### src/source/mcont_buf_pkg.sv
/*
 * mcont_buf_pkg
 * bus widths, default sizes and shared types for the readback path
 * from the memory controller into the per-channel page buffers
 */
`default_nettype none

package mcont_buf_pkg;

    // memory read beat and channel field
    localparam int DATA_W = 64;
    localparam int CHN_W  = 4;  // same channel field width as the controller

    // default sizes, the top level passes its own values down
    localparam int NUM_CHN_DFLT = 4;
    localparam int PAGE_AW_DFLT = 2;  // 4 pages
    localparam int WORD_AW_DFLT = 4;  // 16 words per page

    // completed page counter, wraps
    localparam int PCNT_W = 8;

    typedef logic [CHN_W-1:0]  chn_id_t;
    typedef logic [DATA_W-1:0] data_t;

    // one extra bit so a full page of words fits
    typedef logic [WORD_AW_DFLT:0] cnt_t;

endpackage : mcont_buf_pkg

`default_nettype wire

### src/source/chn_page_buf.sv
/*
 * chn_page_buf
 * per-channel page memory, words fill the current page in order and
 * the next-page pulse moves on to the following page, host reads any word
 */
`timescale 1ns/1ps
`default_nettype none

module chn_page_buf
    import mcont_buf_pkg::*;
#(
    parameter int PAGE_AW = 2,
    parameter int WORD_AW = 4
) (
    input  wire logic               rst,             // clock
    input  wire logic               clk,             // async reset, active low
    input  wire logic               buf_wr_chn,      // from falling edge stage
    input  wire logic               buf_wpage_nxt_chn,
    input  wire data_t              buf_wdata_chn,
    input  wire logic [PAGE_AW-1:0] rd_page,
    input  wire logic [WORD_AW-1:0] rd_word,
    output data_t                   rd_data_chn,     // one cycle after address
    output logic [PCNT_W-1:0]       page_cnt         // completed pages, wraps
);

    localparam int MEM_DEPTH = 2 ** (PAGE_AW + WORD_AW);

    data_t mem [MEM_DEPTH];

    logic [PAGE_AW-1:0] wpage;   // page being filled
    logic [WORD_AW-1:0] wword;   // next word in that page

    // write pointers and page count
    always_ff @(posedge rst or negedge clk) begin
        if (!clk) begin
            wpage    <= '0;
            wword    <= '0;
            page_cnt <= '0;
        end else if (buf_wpage_nxt_chn) begin
            wpage    <= wpage + 1'b1;      // wraps, oldest page reused
            wword    <= '0;
            page_cnt <= page_cnt + 1'b1;
        end else if (buf_wr_chn) begin
            wword <= wword + 1'b1;         // no overflow check
        end
    end

    // storage
    always_ff @(posedge rst) begin
        if (buf_wr_chn) begin
            mem[{wpage, wword}] <= buf_wdata_chn;
        end
    end

    // host side, registered read
    always_ff @(posedge rst) begin
        rd_data_chn <= mem[{rd_page, rd_word}];
    end

endmodule : chn_page_buf

`default_nettype wire

### config.mk
export PLATFORM = sky130hd
export DESIGN_NAME = chn_page_buf
export DESIGN_NICKNAME = d
export VERILOG_FILES = /design/src/source/mcont_buf_pkg.sv /design/src/source/chn_page_buf.sv
export SDC_FILE = /design/constraint.sdc
export NUM_CORES = 2
export LEC_CHECK = 0
export BUFFER_PORTS_ARGS = -buffer_cell sky130_fd_sc_hd__buf_2
export CORE_ASPECT_RATIO = 1.5
export CORE_MARGIN = 2
export CORE_UTILIZATION = 61
export DETAILED_ROUTE_END_ITERATION = 8
export PLACE_DENSITY_LB_ADDON = 0.15
export SETUP_SLACK_MARGIN = 0.05
export SLEW_MARGIN = 5
export SYNTH_ARGS = -nofsm -noshare
export SYNTH_HDL_FRONTEND = slang
export SYNTH_SLANG_ARGS = --single-unit
### constraint.sdc
create_clock -name rst -period 13.1 [get_ports rst]
set_input_delay 0 -clock rst [delete_from_list [all_inputs] [get_ports rst]]
set_output_delay 0 -clock rst [all_outputs]
set_load 0.03 [all_outputs]
==> Word-level counts from Yosys, hierarchy flattened <==
Memory sizes are Yosys's and may differ from the RTL's. A register that Yosys moved wholly into a read port is not among the register bits.
Cells that the tools add are included.
{ "totals": {"output_inout_bits": 72, "memories": 1, "ram_bits": 4096, "reg_bits": 14, "word_cells": 12} }
{ "classes": {"n_reduce_logical": 1, "muxes": 4, "n_addsub": 3} }
{ "mem_list": {"columns": ["name", "words", "width", "read_ports", "rd_clocked_by_memory_dff", "wr", "line", "rtl"], "rows": [
  ["mem", 64, 64, 1, 1, 1, "chn_page_buf.sv:28", "data_t mem [MEM_DEPTH];"]
]} }
{ "op_table": {"columns": ["op", "count"], "rows": [
  ["8-bit by 1-bit adder with 8-bit output, second input constant", 1],
  ["4-bit 2-to-1 mux", 2],
  ["4-bit by 1-bit adder with 4-bit output, second input constant", 1],
  ["2-bit by 1-bit adder with 2-bit output, second input constant", 1],
  ["1-bit 2-to-1 mux", 2],
  ["2-bit nonzero test", 1]
]} }

==> Longest topological paths before layout <==
{ "logic_depth": {"ltp_word": 3, "mapped_depth": 10, "ltp_nobuf": 5} }

==> Least setup slack after synthesis <==
OpenSTA, ideal clock, no wires.
{ "synth_timing": {"kind": "register -> register", "startpoint": "register wword[0]", "endpoint": "memory mem[25][0] in the netlist's numbering (enable)", "period_less_slack_ns": 4.413, "setup_slack_ns": 8.687, "setup_ns": 0.487, "arrival_ns": 3.926, "stages_incl_launch_ff": 5, "path_cell_list": "dfrtp_1 clkbuf_1 or3b_2 clkbuf_1 nor2_1"} }
{ "synth_lines": {"columns": ["item", "line", "rtl"], "rows": [
  ["start: declaration", "chn_page_buf.sv:31", "logic [WORD_AW-1:0] wword;"],
  ["start signal: assignment", "chn_page_buf.sv:44", "wword <= wword + 1'b1;"],
  ["end: declaration", "chn_page_buf.sv:28", null]
]} }
No word-level cell before the write port.

==> Worst setup path after layout <==
{ "layout_timing": {"startpoint": "register wpage[0]", "endpoint": "memory mem[44][56] in the netlist's numbering (enable)"} }
{ "layout_lines": {"columns": ["item", "line", "rtl"], "rows": [
  ["start: declaration", "chn_page_buf.sv:30", "logic [PAGE_AW-1:0] wpage;"],
  ["start signal: assignment", "chn_page_buf.sv:40", "wpage <= wpage + 1'b1;"]
]} }
No word-level cell before the write port.

==> flow_metrics.py <==
metrics = {
    "timing": {
        "setup_viol": 0,
        "tns_ns": 0,
        "worst_pin_slew_ns": 1.25,
        "hold_violations": 1,
        "rsz0062_at_grt": "false",
        "drv_slew": 0,
        "min_period_over_period_pct": 33.2,
        "slew-limit-headroom_pct": 15.7,
        "fin_skew_ns": 0.0493,
        "fmax_ghz": 0.230,
        "layout_min_cycle_time_ns": 4.35,
        "finalHoldWorstSlack_ns": -0.0112,
    },
    "pwr": {
        "p_leak_nw": 54.2,
        "peakVddDrop_mv": 0.138,
        "p_per_area_nw_per_um2": 158,
        "total_power_mw": 27.6,
    },
    "yosys": {
        "yosys.area_share.simple_pct": 1.22,
        "synth_edf_count": 4096,
        "syn-num-nets": 6710,
        "synthFlopType": "edfxtp_1",
        "yosysWarnings": 0,
        "synthCells": 6630,
        "muxShareOfSynthArea_pct": 15.3,
        "synth_top_family_by_area": "multiplexers",
        "synth_async_sr_flop_share_pct": 0.335,
        "ys_seq_area_share_pct": 79.7,
        "synth_xor_area_share_pct": 0.0616,
        "synth_cell_types": 45,
        "netlist_area_um2": 156000,
        "synth_fa_ha_area_share_pct": 0.0480,
        "postSynthAreaPerCell_um2": 23.6,
        "synth_compound_area_share_pct": 2.33,
        "synth_seq_cells": 4174,
    },
    "floorplan": {
        "die_h_um": 624,
        "core_area_um2": 255000,
        "ios": 146,
        "die_area_um2": 260000,
        "die-width_um": 417,
        "rows": 227,
        "initial_core_util_pct": 61.4,
    },
    "layout": {
        "layout_common_cells": "4096 x edfxtp_1, 1016 x mux4_2, 383 x clkbuf_16",
        "final_nets": 7134,
        "drive_gt1_share_pct": 27.0,
        "final_cell_area_um2": 174000,
        "fin_util_pct": 68.4,
        "area_growth_pct": 11.4,
        "layout_commonest_cell": "edfxtp_1",
    },
    "detailed_routing": {
        "vias": 77337,
        "wirelength_um": 437000,
        "viasPerCell": 7.23,
        "first_pass_iters": 6,
        "drc": 0,
        "drt_iter0_markers": 11686,
        "wl_per_cell_um": 40.9,
        "detail-route-antenna-nets": 0,
    },
    "clock_tree": {
        "cts_buffers": 374,
        "clock_latency_ns": 0.93,
        "h-tree-depth": 5,
        "ctsHoldBuffers": 74,
        "root_buffer": "clkbuf_16",
        "postCtsSetupBuffers": 0,
        "cts_resized": 0,
        "clockBufferDepth": 4,
        "clkSinkCount": 4174,
        "cts_tree": "yes",
        "cts.clk_slew.worst_paths_ns": 0.06,
    },
    "worst_setup_path": {
        "critPathMaxFanout": 31,
        "crit_chain": "inv_1 -> ha_1 -> nand3_1 -> nor2_4 -> buf_4 -> buf_4",
        "cpPeakStageDelay_ns": 0.99,
        "reg2regPathDepth": 6,
        "cp_slowest_cell": "nor2_4",
        "end_kind": "flip-flop",
        "cpMostUsedCell": "buf_4",
        "worstPathArrival_ns": 4.88,
        "start_kind": "flip-flop",
        "worstPathRequired_ns": 13.63,
        "crit_type": "reg2reg",
    },
    "min_path": {
        "hp-class": "in2reg",
        "hold_path_depth": 5,
    },
    "global_routing": {
        "antenna_found_initial": 33,
        "grt_max_degree": 115,
        "grt_util_met2_pct": 55.4,
        "grt_pass1_vias": 77478,
        "grt_first_pass_wirelength_um": 605000,
        "gr-usage-met3_pct": 6.96,
        "grt.total_usage_pct": 34.0,
        "grt_busiest_layer": "met2",
        "gr-total-overflow": 0,
        "met1_usage_pct": 45.3,
    },
    "status": {
        "status": "finished with violations",
        "violations": "hold timing",
    },
    "run": {
        "drv_cap": 0,
    },
    "place": {
        "gp_congestion": 0.809,
        "place_area_um2": 161000,
        "port-buffer-count": 145,
        "post-dp-hpwl_um": 229000,
    },
}
-- critical path, delay by kind of cell, from the launching register on --
kind / cells / cell delay (ns)
adders and majority gates: 1 / 0.17
DFF: 1 / 0.43
buffers and inverters: 3 / 1.67
and+or+nand+nor: 2 / 1.59
-- final timing paths --
| check | start | end | slack [ns] |
|---|---|---|---|
| min in group asynchronous | clk | page_cnt[2]$_DFFE_PN0P_ | 0.23 |
| min reg2reg | page_cnt[7]$_DFFE_PN0P_ | page_cnt[7]$_DFFE_PN0P_ | 0.48 |
| min | rd_word[0] | rd_data_chn[57]$_DFF_P_ | -0.01 |
| max in group asynchronous | clk | wword[3]$_DFFE_PN0P_ | 12.33 |
| max | wpage[0]$_DFFE_PN0P_ | mem[44][56]$_DFFE_PP_ | 8.75 |
| max reg2reg | wpage[0]$_DFFE_PN0P_ | mem[44][56]$_DFFE_PP_ | 8.75 |
-- logic make-up (layout without fill, tap and decap cells) --
family | Yosys count | after routing
AOI/OAI and AO/OA | 561 | 561
xor gates and xnor gates | 11 | 11
adders and majority gates | 6 | 6
buffers and inverters | 372 | 1104
DFF | 4174 | 4174
muxes | 1114 | 1114
other | 0 | 16
and+or+nand+nor | 392 | 392
-- metrics by stage --
stage | instances | setup slack, ns
final | 10698 | 8.75
after global routing | 10688 | 8.77
after CTS | 10682 | 8.86
after detailed placement | 9924 | 8.46
after global placement | 9924 | 8.49
after floorplan | 6630 | 8.69
-- registers in the layout, indices dropped and copies added, names as in the netlist --
| name | cells |
|---|---|
| wpage | 2 |
| wword | 4 |
| page_cnt | 8 |
| mem | 4096 |
| rd_data_chn | 64 |
-- synth_stat cells (26+ instances only) --
cell type     n  area, um2
a21oi_1      50        250
o22ai_1     294       1840
dfxtp_1      64       1280
mux4_2     1016      22900
o21ai_0      81        405
mux2i_1      89        891
nand2_1      46        173
buf_6        38        428
nor4_1       60        375
o221ai_1     50        438
buf_4        70        526
edfxtp_1   4096     123000
nand2b_1     26        163
nor3_1       56        280
buf_1        27        101
buf_2       115        576
nor2_1      137        514
clkbuf_1    117        439
o22a_1       50        438
-- per-layer routing --
metal  share of wire (%)  vias up
met4                 5.1       14
met5               0.022        -
met3                  12     1026
met2                  50     5395
met1                  34    41473
li1                    -    29429
-- report_power, final --
group | switching (mW) | total, mW | internal [mW] | leakage (nW)
logic | 1.05 | 1.55 | 0.509 | 10.7
clock network | 4.80 | 11.0 | 6.19 | 5.91
registers | 0.122 | 15.0 | 14.9 | 37.6
-- area by class of cell --
class	count	area, um2
sequential	4174	125000
tap	3320	4150
multi-input combinational	2084	30200
fill	15222	80600
inverter	2	7.51
antenna	16	40.0
clock buffer	481	10100
timing repair buffer	418	3060
clock inverter	203	1990
Power figures use the tool's default switching activity.
