$ cat config.mk
export PLATFORM = sky130hd
export DESIGN_NAME = chnbuf_wr_reg_flat
export DESIGN_NICKNAME = d
export VERILOG_FILES = /design/src/source/mcont_buf_pkg.sv /design/src/source/ext_buf_wr_if.sv /design/src/source/chnbuf_wr_reg.sv /design/src/flat_wrapper.sv
export SDC_FILE = /design/constraint.sdc
export NUM_CORES = 1
export LEC_CHECK = 0
export BUFFER_PORTS_ARGS = -buffer_cell sky130_fd_sc_hd__buf_2
export CORE_UTILIZATION = 36
export CTS_BUF_LIST = sky130_fd_sc_hd__clkbuf_4 sky130_fd_sc_hd__clkbuf_8 sky130_fd_sc_hd__clkbuf_16
export CTS_CLUSTER_DIAMETER = 150
export DETAILED_ROUTE_END_ITERATION = 16
export GPL_TIMING_DRIVEN = 0
export PLACE_DENSITY = 0.76
export SLEW_MARGIN = 20
export SYNTH_ARGS = -nofsm -noshare
export SYNTH_HDL_FRONTEND = slang
export SYNTH_SLANG_ARGS = --single-unit
$ cat constraint.sdc
create_clock -name rst -period 2.25 [get_ports rst]
set_clock_uncertainty 0.05 [all_clocks]
set_input_delay 0.225 -clock rst [delete_from_list [all_inputs] [get_ports rst]]
set_output_delay 0.225 -clock rst [all_outputs]
set_load 0.1 [all_outputs]
$ cat src/source/mcont_buf_pkg.sv
/*
 * mcont_buf_pkg
 * bus widths, default sizes and shared types for the readback path
 * from the memory controller into the per-channel page buffers
 */
`default_nettype none

package mcont_buf_pkg;

    // memory read beat and channel field
    localparam int DATA_W = 64;
    localparam int CHN_W  = 4;  // same channel field width as the controller

    // default sizes, the top level passes its own values down
    localparam int NUM_CHN_DFLT = 4;
    localparam int PAGE_AW_DFLT = 2;  // 4 pages
    localparam int WORD_AW_DFLT = 4;  // 16 words per page

    // completed page counter, wraps
    localparam int PCNT_W = 8;

    typedef logic [CHN_W-1:0]  chn_id_t;
    typedef logic [DATA_W-1:0] data_t;

    // one extra bit so a full page of words fits
    typedef logic [WORD_AW_DFLT:0] cnt_t;

endpackage : mcont_buf_pkg

`default_nettype wire

$ cat src/source/ext_buf_wr_if.sv
/*
 * ext_buf_wr_if
 * tagged write bus from the read sequencer, broadcast to all channel slices
 */
`timescale 1ns/1ps
`default_nettype none

interface ext_buf_wr_if
    import mcont_buf_pkg::*;
();

    logic    wr;         // beat strobe
    logic    wpage_nxt;  // single pulse, ends the sequence
    chn_id_t wchn;       // level, stable for the whole command
    logic    wrefresh;   // level, stable for the whole command
    data_t   wdata;      // valid with wr

    // sequencer side
    modport seq (
        output wr,
        output wpage_nxt,
        output wchn,
        output wrefresh,
        output wdata
    );

    // channel register side, every slice listens
    modport chn (
        input wr,
        input wpage_nxt,
        input wchn,
        input wrefresh,
        input wdata
    );

endinterface : ext_buf_wr_if

`default_nettype wire

$ cat src/source/chnbuf_wr_reg.sv
/*
 * chnbuf_wr_reg
 * falling edge register stage, picks the beats of one channel off the
 * shared write bus and drops everything from refresh sequences
 */
`timescale 1ns/1ps
`default_nettype none

module chnbuf_wr_reg
    import mcont_buf_pkg::*;
#(
    parameter int CHN_NUMBER = 0
) (
    input  wire logic    rst,              // clock, falling edge used here
    input  wire logic    clk,              // async reset, active low
    ext_buf_wr_if.chn    wbus,
    output logic         buf_wr_chn,       // half cycle after wr
    output logic         buf_wpage_nxt_chn,
    output data_t        buf_wdata_chn
);

    logic chn_match;
    logic buf_chn_sel;   // pre-decoded half a cycle before the first wr

    assign chn_match = (wbus.wchn == CHN_W'(CHN_NUMBER));

    always_ff @(negedge rst or negedge clk) begin
        if (!clk) begin
            buf_chn_sel       <= 1'b0;
            buf_wr_chn        <= 1'b0;
            buf_wpage_nxt_chn <= 1'b0;
        end else begin
            buf_chn_sel <= chn_match && !wbus.wrefresh;
            buf_wr_chn  <= buf_chn_sel && wbus.wr;
            // page pulse qualified straight from the levels
            buf_wpage_nxt_chn <= wbus.wpage_nxt && chn_match && !wbus.wrefresh;
        end
    end

    // data captured only on a forwarded write
    always_ff @(negedge rst) begin
        if (buf_chn_sel && wbus.wr) begin
            buf_wdata_chn <= wbus.wdata;
        end
    end

endmodule : chnbuf_wr_reg

`default_nettype wire

$ cat src/flat_wrapper.sv
// flat-port wrapper written by rule: the top's interface ports become plain ports
module chnbuf_wr_reg_flat import mcont_buf_pkg::*;
#(
    parameter int CHN_NUMBER = 0
)
  (rst, clk, buf_wr_chn, buf_wpage_nxt_chn, buf_wdata_chn, wbus_wr, wbus_wpage_nxt, wbus_wchn, wbus_wrefresh, wbus_wdata);
  ext_buf_wr_if wbus_i ();
  input  wire logic rst;
  input  wire logic clk;
  output logic buf_wr_chn;
  output logic buf_wpage_nxt_chn;
  output data_t buf_wdata_chn;
  input wire logic [$bits(wbus_i.wr)-1:0] wbus_wr;
  input wire logic [$bits(wbus_i.wpage_nxt)-1:0] wbus_wpage_nxt;
  input wire logic [$bits(wbus_i.wchn)-1:0] wbus_wchn;
  input wire logic [$bits(wbus_i.wrefresh)-1:0] wbus_wrefresh;
  input wire logic [$bits(wbus_i.wdata)-1:0] wbus_wdata;
  assign wbus_i.wr = wbus_wr;
  assign wbus_i.wpage_nxt = wbus_wpage_nxt;
  assign wbus_i.wchn = wbus_wchn;
  assign wbus_i.wrefresh = wbus_wrefresh;
  assign wbus_i.wdata = wbus_wdata;
  chnbuf_wr_reg #(.CHN_NUMBER(CHN_NUMBER)) u_core (.rst(rst), .clk(clk), .wbus(wbus_i), .buf_wr_chn(buf_wr_chn), .buf_wpage_nxt_chn(buf_wpage_nxt_chn), .buf_wdata_chn(buf_wdata_chn));
endmodule
# Yosys cells after proc, flatten, opt, wreduce, memory -nomap -nowiden
# Cells that the tools add are included.
[totals]
output_inout_bits = 66
ff_bits = 67
word_cells = 10
[op_classes]
n_reduce_logical = 6
[ops]
columns = ["cell", "n"]
rows = [
  ["$logic_and A1 B1 Y1", 4],
  ["$logic_not A4 Y1", 1],
  ["$logic_not A1 Y1", 1],
]

# Depth between registers and ports, before layout
[depth]
depth_word = 3
ltp_mapped = 2
depth_no_buf = 2

==> results.txt <==
----------------------------------------------------
[Power and ir drop]
  Pwr per Cell Area ... 819 nW/µm²
  Sequential Power Share ... 45.6%
  Cell leakage power ... 0.00178 µW
  Internal power component ... 2230 µW
  Maximum vdd ir drop ... 0.539 mV
  Net switching power of the design ... 825 µW
  Part of the total power dissipated in combinational logic ... 4.5%
  Proportion of power drawn by the clock network ... 50.0%
  Switching power share of the total ... 27.1%

[Finish]
  Layout area overhead ... 83.1%
  Filler cell count in the final layout ... 406
  Number of antenna cells inserted ... 0
  Total number of nets in the final design ... 358
  Layout cells sized above 1 ... 54.5%
  Area of combinational cells with multiple inputs ... 43.8 µm²
  Register area ... 2000 µm²
  Cell Count, Final, Fillers Out ... 362
  Share of the core filled with cells ... 68.1%
  Final design instance area without fill ... 3720 µm²

[Critical path]
  Crit path from ... u_core.buf_wdata_chn[12]$_DFFE_NP_
  Crit path largest cell delay ... 0.41 ns
  Top delay family on crit path ... flip-flops
  CP endpoint ... buf_wdata_chn[12]
  Crit start category ... flop
  Capture point of the worst reg-to-reg path ... u_core.buf_wdata_chn[38]$_DFFE_NP_
  Cells along the critical path ... buf_8
  Startpoint of the worst-slack reg-to-reg timing path ... u_core.buf_chn_sel$_DFF_NN0_
  Arrival time reported for the critical path endpoint ... 2.11 ns
  Flop2flop setup slack ... 0.77 ns
  WP data required ... 1.98 ns
  Critical path peak fanout ... 1
  Worst Reg2Reg Path Length in Cells ... 1
  Crit path depth ... 1
  Count of buffer and inverter cells on the critical path ... 1
  Path type of the worst setup path ... flop to output pin
  Slowest cell on crit path ... sky130_fd_sc_hd__edfxtp_1
  Endpoint kind of the worst setup timing path ... output pin

[Logic synthesis]
  Synth Area in Compound Gates ... 0%
  Count of different cell masters after synthesis ... 7
  Mapped cell area ... 2030 µm²
  Share of the yosys chip area belonging to registers ... 98.2%
  Cell types with the highest counts after synthesis ... 64 x sky130_fd_sc_hd__edfxtp_1, 3 x sky130_fd_sc_hd__dfrtn_1
  Arithmetic-cell share of the synthesized area counting full adders, half adders and majority gates ... 0%
  Library cell occupying the most area in the post-synthesis netlist ... sky130_fd_sc_hd__edfxtp_1
  Synth Area per Inst ... 28.3 µm²
  Share of flip-flops with an asynchronous set or reset ... 4.48%
  Most used flip-flop cell after synthesis ... sky130_fd_sc_hd__edfxtp_1
  Simple-gate share of the synthesized area ... 1.66%
  Count leader, synth ... sky130_fd_sc_hd__edfxtp_1
  Net count after synthesis ... 145
  Number of enable-type register cells in the synthesized netlist ... 64
  Post-Synthesis Cells ... 72
  Mux contribution to synthesized area ... 0%
  Largest family of logic cells by synthesized area ... simple AND/OR/NAND/NOR gates
  Synth top area cells ... sky130_fd_sc_hd__edfxtp_1 94%, sky130_fd_sc_hd__dfrtn_1 3.7%, sky130_fd_sc_hd__nor3b_2 0.62%
  Synth Area in XOR/XNOR ... 0%
  Number of warning messages in the yosys log ... 0
  Yosys top cell area share ... 94.5%
  Post-synthesis sequential element count ... 67

[Clock network]
  Clk Tree Root Cell ... sky130_fd_sc_hd__clkbuf_8
  CTS tree ... built
  Max Root-Sink Buffers ... 2
  Setup Buffers After CTS ... 0
  Number of buffers created by CTS ... 9
  Number of sinks handled by clock tree synthesis ... 67
  Clk_lat worst skew ... 0.32 ns
  H-tree depth ... 3
  Worst-path clk slew ... 0.05 ns

[Place]
  Cell area after placement ... 2820 µm²
  DP Cell Count ... 282
  Final weighted congestion in routability-driven placement ... 0.664
  Worst Setup Slack post-DPL ... -0.331 ns
  Count of buffers inserted at the top-level ports ... 138

[Routing]
  Post-detailed-route count of antenna-violating nets ... 0
  Drt total wl ... 4800 µm
  Final routed wire length divided by cell count ... 13.2 µm
  Number of search-and-repair iterations in the first detailed-routing pass ... 4
  Vias after detailed routing ... 1529
  DRC ... 0
  Drt via density ... 4.22
  Initial DRC Count ... 25

[Die]
  Standard-cell row count ... 27
  Number of top-level pins ... 139
  Area enclosed by the die boundary ... 5960 µm²
  Effective utilization at floorplan ... 37.2%
  Overall die width ... 77.2 µm
  Vertical extent of the die ... 77.2 µm
  Floorplan Core Area ... 5470 µm²

[Worst hold path]
  Class of the tightest hold or removal check ... input pin to async pin

[Global route]
  Final global-route overflow total ... 0
  Largest net degree at the start of global routing ... 66
  Via count of the first global-routing pass ... 1716
  Total GRT Usage ... 15.9%
  Initial antenna violation count ... 1
  Wire length of the first global-routing pass ... 6820 µm

[STA]
  Number of endpoints failing setup at the final stage ... 66
  Setup slack after layout ... -0.133 ns
  Count of pins over their slew limit ... 0
  RSZ-0062 raised after global routing ... true
  Final Hold Fails ... 0
  Worst slew slack as a fraction of its limit ... 49.5%
  Final setup TNS ... -6.53 ns
  Transition time at the pin with the least slew margin ... 0.758 ns

[Outcome]
  Violations in the final reports ... negative setup slack
  Status ... complete, but fails checks

[Flow run]
  Max-capacitance violation count ... 0

----------------------------------------------------
## cell families (layout without fill, tap and decap cells)
logic type,after synthesis,after routing
simple gates,4,5
buf+inv,1,218
flops,67,67
## per-layer routing
layer	wire length (µm)	part of all wire, %	GRT usage, %
met4	108	2.3	14.9
met2	2630	55	26.2
met1	1610	33	12.4
met3	443	9.2	10.1
met5	10	0.21	0
## cells in the final DEF (no fill, tap or decap)
| master | count |
|---|---|
| sky130_fd_sc_hd__and2_2 | 1 |
| sky130_fd_sc_hd__and2_4 | 1 |
| sky130_fd_sc_hd__buf_12 | 2 |
| sky130_fd_sc_hd__buf_2 | 72 |
| sky130_fd_sc_hd__buf_6 | 62 |
| sky130_fd_sc_hd__buf_8 | 2 |
| sky130_fd_sc_hd__bufinv_16 | 2 |
| sky130_fd_sc_hd__clkbuf_8 | 9 |
| sky130_fd_sc_hd__clkinv_4 | 4 |
| sky130_fd_sc_hd__dfrtn_1 | 3 |
| sky130_fd_sc_hd__edfxtp_1 | 64 |
| sky130_fd_sc_hd__inv_1 | 64 |
| sky130_fd_sc_hd__inv_4 | 1 |
| sky130_fd_sc_hd__nor2_1 | 1 |
| sky130_fd_sc_hd__nor3b_2 | 1 |
| sky130_fd_sc_hd__or4_4 | 1 |
## flip-flops by register name, indices dropped and copies added (netlist names)
signal	count
u_core.buf_wpage_nxt_chn	1
u_core.buf_wr_chn	1
u_core.buf_wdata_chn	64
u_core.buf_chn_sel	1
## area by class of cell
| class | count | area share, % |
|---|---|---|
| Clock buffer | 9 | 3.33 |
| Clock inverter | 71 | 9.17 |
| Multi-Input combinational cell | 5 | 1.18 |
| Sequential cell | 67 | 53.6 |
| Tap cell | 72 | 2.42 |
| Timing Repair Buffer | 138 | 30.3 |
## power by group through the flow
stage	registers (µW)	logic, µW	clock network (µW)
CTS	1390	136	1590
floorplan	1460	4.74	172
global route	1390	144	1720
global placement	1400	122	172
finish	1390	136	1520
detailed placement	1400	126	172
## worst min path at each step
stage | cells past startpoint | to | from | slack, ns
global placement | 1 | u_core.buf_wr_chn$_DFF_NN0_ | u_core.buf_chn_sel$_DFF_NN0_ | 0.86
global route | 1 | u_core.buf_wpage_nxt_chn$_DFF_NN0_ | clk | 0.63
detailed placement | 1 | u_core.buf_wr_chn$_DFF_NN0_ | u_core.buf_chn_sel$_DFF_NN0_ | 0.90
finish | 1 | u_core.buf_wpage_nxt_chn$_DFF_NN0_ | clk | 0.64
floorplan | 1 | u_core.buf_wr_chn$_DFF_NN0_ | u_core.buf_chn_sel$_DFF_NN0_ | 0.77
CTS | 1 | u_core.buf_wpage_nxt_chn$_DFF_NN0_ | clk | 0.63
## through the flow
step                      hold slack [ns]  power, µW
final                               0.642       3050
after global routing                0.632       3250
after CTS                           0.628       3110
after detailed placement            0.898       1700
after global placement              0.862       1700
after floorplan                     0.770       1630
## repair_timing
| item | CTS | global route |
|---|---|---|
| resized for setup | 136 | 2 |
| hold buffers | 0 | 0 |
| endpoints found under the setup margin | 66 | 73 |
| gates cloned | 0 | 1 |
No activity file was read; power rests on OpenSTA's default activity.
