`config.mk`:
```
export PLATFORM = sky130hd
export DESIGN_NAME = mcont_read_seq_flat
export DESIGN_NICKNAME = d
export VERILOG_FILES = /design/src/source/mcont_buf_pkg.sv /design/src/source/ext_buf_wr_if.sv /design/src/source/mcont_read_seq.sv /design/src/flat_wrapper.sv
export SDC_FILE = /design/constraint.sdc
export NUM_CORES = 1
export LEC_CHECK = 0
export BUFFER_PORTS_ARGS = -buffer_cell sky130_fd_sc_hd__clkbuf_2
export CORE_ASPECT_RATIO = 1.25
export CORE_MARGIN = 2
export CORE_UTILIZATION = 41
export CTS_CLUSTER_DIAMETER = 30
export DETAILED_ROUTE_END_ITERATION = 10
export GPL_TIMING_DRIVEN = 0
export PLACE_DENSITY = 0.79
export SLEW_MARGIN = 20
export SYNTH_ARGS = -nofsm -noshare
export SYNTH_HDL_FRONTEND = slang
export SYNTH_SLANG_ARGS = --single-unit
```
`constraint.sdc`:
```
create_clock -name rst -period 4.5 [get_ports rst]
set_input_delay 0.675 -clock rst [delete_from_list [all_inputs] [get_ports rst]]
set_output_delay 0.675 -clock rst [all_outputs]
set_load 0.05 [all_outputs]
```
`src/source/mcont_buf_pkg.sv`:
```
/*
 * mcont_buf_pkg
 * bus widths, default sizes and shared types for the readback path
 * from the memory controller into the per-channel page buffers
 */
`default_nettype none

package mcont_buf_pkg;

    // memory read beat and channel field
    localparam int DATA_W = 64;
    localparam int CHN_W  = 4;  // same channel field width as the controller

    // default sizes, the top level passes its own values down
    localparam int NUM_CHN_DFLT = 4;
    localparam int PAGE_AW_DFLT = 2;  // 4 pages
    localparam int WORD_AW_DFLT = 4;  // 16 words per page

    // completed page counter, wraps
    localparam int PCNT_W = 8;

    typedef logic [CHN_W-1:0]  chn_id_t;
    typedef logic [DATA_W-1:0] data_t;

    // one extra bit so a full page of words fits
    typedef logic [WORD_AW_DFLT:0] cnt_t;

endpackage : mcont_buf_pkg

`default_nettype wire

```
`src/source/ext_buf_wr_if.sv`:
```
/*
 * ext_buf_wr_if
 * tagged write bus from the read sequencer, broadcast to all channel slices
 */
`timescale 1ns/1ps
`default_nettype none

interface ext_buf_wr_if
    import mcont_buf_pkg::*;
();

    logic    wr;         // beat strobe
    logic    wpage_nxt;  // single pulse, ends the sequence
    chn_id_t wchn;       // level, stable for the whole command
    logic    wrefresh;   // level, stable for the whole command
    data_t   wdata;      // valid with wr

    // sequencer side
    modport seq (
        output wr,
        output wpage_nxt,
        output wchn,
        output wrefresh,
        output wdata
    );

    // channel register side, every slice listens
    modport chn (
        input wr,
        input wpage_nxt,
        input wchn,
        input wrefresh,
        input wdata
    );

endinterface : ext_buf_wr_if

`default_nettype wire

```
`src/source/mcont_read_seq.sv`:
```
/*
 * mcont_read_seq
 * accepts one transfer or refresh command at a time, tags the memory read
 * beats with channel and refresh flag and ends each sequence with a
 * next-page pulse on the shared write bus
 */
`timescale 1ns/1ps
`default_nettype none

module mcont_read_seq
    import mcont_buf_pkg::*;
(
    input  wire logic    rst,          // clock
    input  wire logic    clk,          // async reset, active low
    input  wire logic    cmd_start,    // ignored while busy
    input  wire chn_id_t cmd_chn,
    input  wire logic    cmd_refresh,
    input  wire cnt_t    cmd_nwords,
    input  wire logic    rd_valid,     // may have gaps, no stall allowed
    input  wire data_t   rd_data,
    output logic         busy,
    ext_buf_wr_if.seq    wbus
);

    cnt_t  nwords;      // latched word count
    cnt_t  beat_cnt;    // beats registered so far
    logic  cmd_accept;
    logic  beat_take;
    logic  seq_last;

    assign cmd_accept = cmd_start && !busy;

    // all beats in, waiting one cycle for the page pulse
    assign seq_last = busy && (beat_cnt == nwords);

    // beats past the word count are dropped
    assign beat_take = busy && rd_valid && (beat_cnt != nwords);

    // command state and channel/refresh levels
    always_ff @(posedge rst or negedge clk) begin
        if (!clk) begin
            busy          <= 1'b0;
            nwords        <= '0;
            wbus.wchn     <= '0;
            wbus.wrefresh <= 1'b0;
        end else if (cmd_accept) begin
            busy          <= 1'b1;
            nwords        <= cmd_nwords;
            wbus.wchn     <= cmd_chn;      // levels change only here
            wbus.wrefresh <= cmd_refresh;
        end else if (seq_last) begin
            busy <= 1'b0;                  // falls with wpage_nxt
        end
    end

    // beat counter
    always_ff @(posedge rst or negedge clk) begin
        if (!clk) begin
            beat_cnt <= '0;
        end else if (cmd_accept) begin
            beat_cnt <= '0;
        end else if (beat_take) begin
            beat_cnt <= beat_cnt + 1'b1;
        end
    end

    // strobes onto the bus, one cycle after the beat
    always_ff @(posedge rst or negedge clk) begin
        if (!clk) begin
            wbus.wr        <= 1'b0;
            wbus.wpage_nxt <= 1'b0;
        end else begin
            wbus.wr        <= beat_take;
            wbus.wpage_nxt <= seq_last;    // one cycle after the last wr
        end
    end

    // beat payload, only meaningful with wr
    always_ff @(posedge rst) begin
        if (beat_take) begin
            wbus.wdata <= rd_data;
        end
    end

endmodule : mcont_read_seq

`default_nettype wire

```
`src/flat_wrapper.sv`:
```
// flat-port wrapper written by rule: the top's interface ports become plain ports
module mcont_read_seq_flat import mcont_buf_pkg::*;
  (rst, clk, cmd_start, cmd_chn, cmd_refresh, cmd_nwords, rd_valid, rd_data, busy, wbus_wr, wbus_wpage_nxt, wbus_wchn, wbus_wrefresh, wbus_wdata);
  ext_buf_wr_if wbus_i ();
  input  wire logic rst;
  input  wire logic clk;
  input  wire logic cmd_start;
  input  wire chn_id_t cmd_chn;
  input  wire logic cmd_refresh;
  input  wire cnt_t cmd_nwords;
  input  wire logic rd_valid;
  input  wire data_t rd_data;
  output logic busy;
  output wire logic [$bits(wbus_i.wr)-1:0] wbus_wr;
  output wire logic [$bits(wbus_i.wpage_nxt)-1:0] wbus_wpage_nxt;
  output wire logic [$bits(wbus_i.wchn)-1:0] wbus_wchn;
  output wire logic [$bits(wbus_i.wrefresh)-1:0] wbus_wrefresh;
  output wire logic [$bits(wbus_i.wdata)-1:0] wbus_wdata;
  assign wbus_wr = wbus_i.wr;
  assign wbus_wpage_nxt = wbus_i.wpage_nxt;
  assign wbus_wchn = wbus_i.wchn;
  assign wbus_wrefresh = wbus_i.wrefresh;
  assign wbus_wdata = wbus_i.wdata;
  mcont_read_seq u_core (.rst(rst), .clk(clk), .cmd_start(cmd_start), .cmd_chn(cmd_chn), .cmd_refresh(cmd_refresh), .cmd_nwords(cmd_nwords), .rd_valid(rd_valid), .rd_data(rd_data), .busy(busy), .wbus(wbus_i));
endmodule
```
-- Word-level counts from Yosys, hierarchy flattened
Index checks and enable logic that the tools add are counted.
- add/subtract/negate cells: 1
- eq/ne operators: 2
- multiplexer cells: 4
- reduce and logical (&&, ||, !) cells: 7
- operators with widths (operator ; count):
    two-way mux 5 bit ; 2
    adder 5 x 1 -> 5 bit, second input constant ; 1
    == test 5 bit ; 1
    inequality test 5 bit ; 1
    logical AND 1 bit ; 4
    nonzero test 2 bit ; 2
    two-way mux 1 bit ; 2
    logical NOT 1 bit ; 1
- bits in registers: 82
- word-level logic and storage cells: 22

-- Longest topological paths before layout
- depth after elaboration: 4
- gate-level depth with buffers: 5

-- Worst setup path before layout
OpenSTA, ideal clock, no wires.
- path kind: reg-to-reg
- start point: register u_core.busy
- end point: register u_core.wbus.wdata[0], enable pin
- library setup time: 0.419 ns
- arrival: 2.311 ns
- data required time: 4.081 ns
- setup slack: 1.769 ns
- stages on the path, launching flop included: 4
- buffers on the path: 0
- period minus slack after synthesis: 2.731 ns
- cells stage by stage: dfrtp_1 -> and2_1 -> o21ai_4 -> inv_1
- longest elaborated chain between the ends: 2
- RTL lines (what ; line ; text):
    from (decl) ; mcont_read_seq.sv:21 ; output logic busy,
    from (signal assigned) ; mcont_read_seq.sv:42 ; busy <= 1'b0;
    from (signal assigned) ; mcont_read_seq.sv:47 ; busy <= 1'b1;
    from (signal assigned) ; mcont_read_seq.sv:52 ; busy <= 1'b0;
    logical AND 1 bit (2 in a row) ; mcont_read_seq.sv:37 ; assign beat_take = busy && rd_valid && (beat_cnt != nwords);
    named net u_core.beat_take ; mcont_read_seq.sv:28 ; logic beat_take;
    to (signal assigned) ; mcont_read_seq.sv:81 ; wbus.wdata <= rd_data;
    to (decl) ; ext_buf_wr_if.sv:24 ; output wdata
The timed path passes the listed nets, and every way through them passes these cells.
A chain may end at the register's enable or synchronous reset.

-- Worst setup path after layout
- start point: register u_core.beat_cnt[0]
- end point: register u_core.wbus.wdata[1], enable pin
- longest elaborated chain between the ends: 2
- RTL lines (what ; line ; text):
    from (decl) ; mcont_read_seq.sv:26 ; cnt_t beat_cnt;
    from (signal assigned) ; mcont_read_seq.sv:63 ; beat_cnt <= beat_cnt + 1'b1;
    inequality test 5 bit ; mcont_read_seq.sv:37 ;
    logical AND 1 bit ; mcont_read_seq.sv:37 ;
    named net u_core.beat_take ; mcont_read_seq.sv:28 ;
The timed path passes the listed nets, and every way through them passes these cells.

==> flow_summary.yaml <==
logic_synthesis:
  yosysSeqAreaShare_pct: 87.4
  synth_xor_area_share_pct: 1.94
  synth_top_family_by_area: "simple AND/OR/NAND/NOR gates"
  syn_area_per_cell_um2: 18.5
  synthAdderAreaFrac_pct: 0.461
  ys_seq_elements: 82
  synthSimpleGateAreaFrac_pct: 7.19
  synthMuxAreaShare_pct: 0
  synth_nets: 226
  synthDistinctLibCells: 22
  synth-compound-area-share_pct: 2.58
  syn_inst: 147
  yosysWarnings: 0
  synth_area_um2: 2710
final_layout:
  antenna_cells: 0
  fin_util_pct: 57.9
  final_area_um2: 3760
  syn_to_final_growth_pct: 38.4
  drive_above_1_share_pct: 53.2
  final_cells: 399
  layout.nets: 386
global_routing:
  overflow: 0
  grt_antenna_before_repair: 0
  grt_pass1_wl_um: 7680
  grt_max_degree: 67
  track_usage_pct: 14.3
  grt_pass1_vias: 1684
clock_network:
  cts.sinks: 82
  cts_buffers: 9
  clk_path_buf_depth: 2
  insertion_delay_ns: 0.34
  cts_max_level: 3
  cts_setup_buffers: 0
  cts_tree: "yes"
  cts.clk_slew.worst_paths_ns: 0.08
  postCtsHoldBufs: 0
  cts-resized-gates: 0
  root_buffer: "clkbuf_8"
pwr:
  vdd_drop_max_mv: 0.472
  p_per_area_nw_per_um2: 697
  finalPower_mw: 2.62
  p_leak_nw: 1.70
timing:
  hold_slack_ns: 0.259
  hold_viol: 0
  slew_headroom_pct: 50.4
  fin_tns_setup_ns: 0
  rsz0062_at_grt: "no"
  finalMaxSlewViolations: 0
  max_freq_mhz: 546
  setup_viol: 0
  fin_crit_ns: 1.83
  worst_pin_slew_ns: 0.745
  fin_worst_skew_ns: 0.00818
  fin_crit_sh_pct: 40.7
  setup_ws_ns: 2.67
critical_path:
  crit_fanout: 66
  rrSetupSlack_ns: 2.67
  critPathArrivalTime_ns: 1.81
  cp-end-kind: "flop"
  cp.required_ns: 4.48
  startpoint_type: "flop"
  path_class: "reg2reg"
placement:
  gp_congestion: 0.822
  placed_cell_area_um2: 3570
  dp_hpwl_um: 3890
  io_buffers: 149
  preCtsSetupSlack_ns: 2.42
  dp.cells: 383
route:
  drcViolationCount: 0
  viasPerCell: 4.41
  drt-initial-drc-count: 53
  drtPass1Iterations: 4
  wl_um: 5080
  wire_per_inst_um: 12.7
  vias: 1758
  ant_nets: 0
run:
  max-cap-violations: 0
status:
  outcome: "complete, no violations"
worst_hold_path:
  hold_path.class: "in2async"
die:
  initial_core_util_pct: 41.9
  core-area_um2: 6480
  die_area_um2: 7290
  row_count: 33
  design.portCount: 150
  dieWidth_um: 76.8
  die_h_um: 95.0
[worst max-delay path, stage by stage, from the launching register on]
cell,delay [ns]
dfrtp_1,0.43
xnor2_1,0.15
nand2_1,0.18
o21ai_4,0.12
inv_4,0.56
[cells in the final DEF (no fill, tap or decap), types with 2 or more instances in the layout]
cell and count:
clkbuf_2 149, edfxtp_1 64, nand2_1 33, dfrtp_1 18, clkbuf_8 9, xnor2_1 5, nor2_1 4, nand3_1 3
clkbuf_1 3, o211ai_1 3, and2_1 2, clkinvlp_4 2, clkinv_1 2
[report_power, final]
group          internal (mW)  switching [mW]  leakage (nW)  total (mW)
Sequential              1.06          0.0826         0.841        1.15
Combinational          0.198           0.783         0.774       0.981
Clock                  0.252           0.240        0.0874       0.491
[layout make-up]
class | count | area (µm²)
Buffer | 2 | 7.51
Clock buffer | 10 | 128
Clock inverter | 6 | 57.6
Fill cell | 544 | 2730
Inverter | 1 | 6.26
Multi-Input combinational cell | 62 | 330
Sequential cell | 82 | 2370
Tap cell | 87 | 109
Timing Repair Buffer | 149 | 746
[per-layer routing]
metal	wire [µm]	up-vias	track usage, %
met5	0	-	0
met1	1860	806	14.8
li1	-	846	-
met3	562	9	6.60
met4	93	0	8.03
met2	2560	97	24.0
[cell usage after synthesis (all sizes together)]
master / number / share of area, %
a21oi: 1 / 0.18
a31o: 1 / 0.32
and2: 2 / 0.46
clkbuf: 2 / 0.28
dfrtp: 18 / 17
edfxtp: 64 / 71
ha: 1 / 0.46
inv: 1 / 0.14
nand2: 33 / 4.6
nand2b: 1 / 0.23
nand3: 4 / 0.92
nor2: 4 / 0.55
nor2b: 1 / 0.23
o211ai: 3 / 0.83
o21ai: 3 / 0.97
o31ai: 1 / 0.28
or2: 1 / 0.23
xnor2: 5 / 1.6
xor2: 1 / 0.32
[sequential cells by signal (all words and copies together), names as in the netlist]
name / flops
u_core.nwords: 5
u_core.wbus.wr: 1
u_core.wbus.wpage_nxt: 1
u_core.wbus.wchn: 4
u_core.busy: 1
u_core.beat_cnt: 5
u_core.wbus.wrefresh: 1
u_core.wbus.wdata: 64
[final timing paths]
kind | start | to | depth (start not counted)
worst max-delay path | u_core.beat_cnt[0] | u_core.wbus.wdata[1] | 4
worst min-delay path | clk | u_core.busy | 1
worst max register to register | u_core.beat_cnt[0] | u_core.wbus.wdata[1] | 4
worst min register to register | u_core.wbus.wrefresh | u_core.wbus.wrefresh | 2
max in group asynchronous | clk | u_core.wbus.wr | 1
min in group rst | u_core.wbus.wrefresh | u_core.wbus.wrefresh | 2
[cells by family after synthesis]
| kind of cell | after synthesis |
|---|---|
| flip-flops | 82 |
| XOR/XNOR | 6 |
| buffers and inverters | 3 |
| AO/OA/AOI/OAI | 9 |
| adder cells (fa/ha/maj) | 1 |
| AND/OR/NAND/NOR | 46 |
Power figures use the tool's default switching activity.
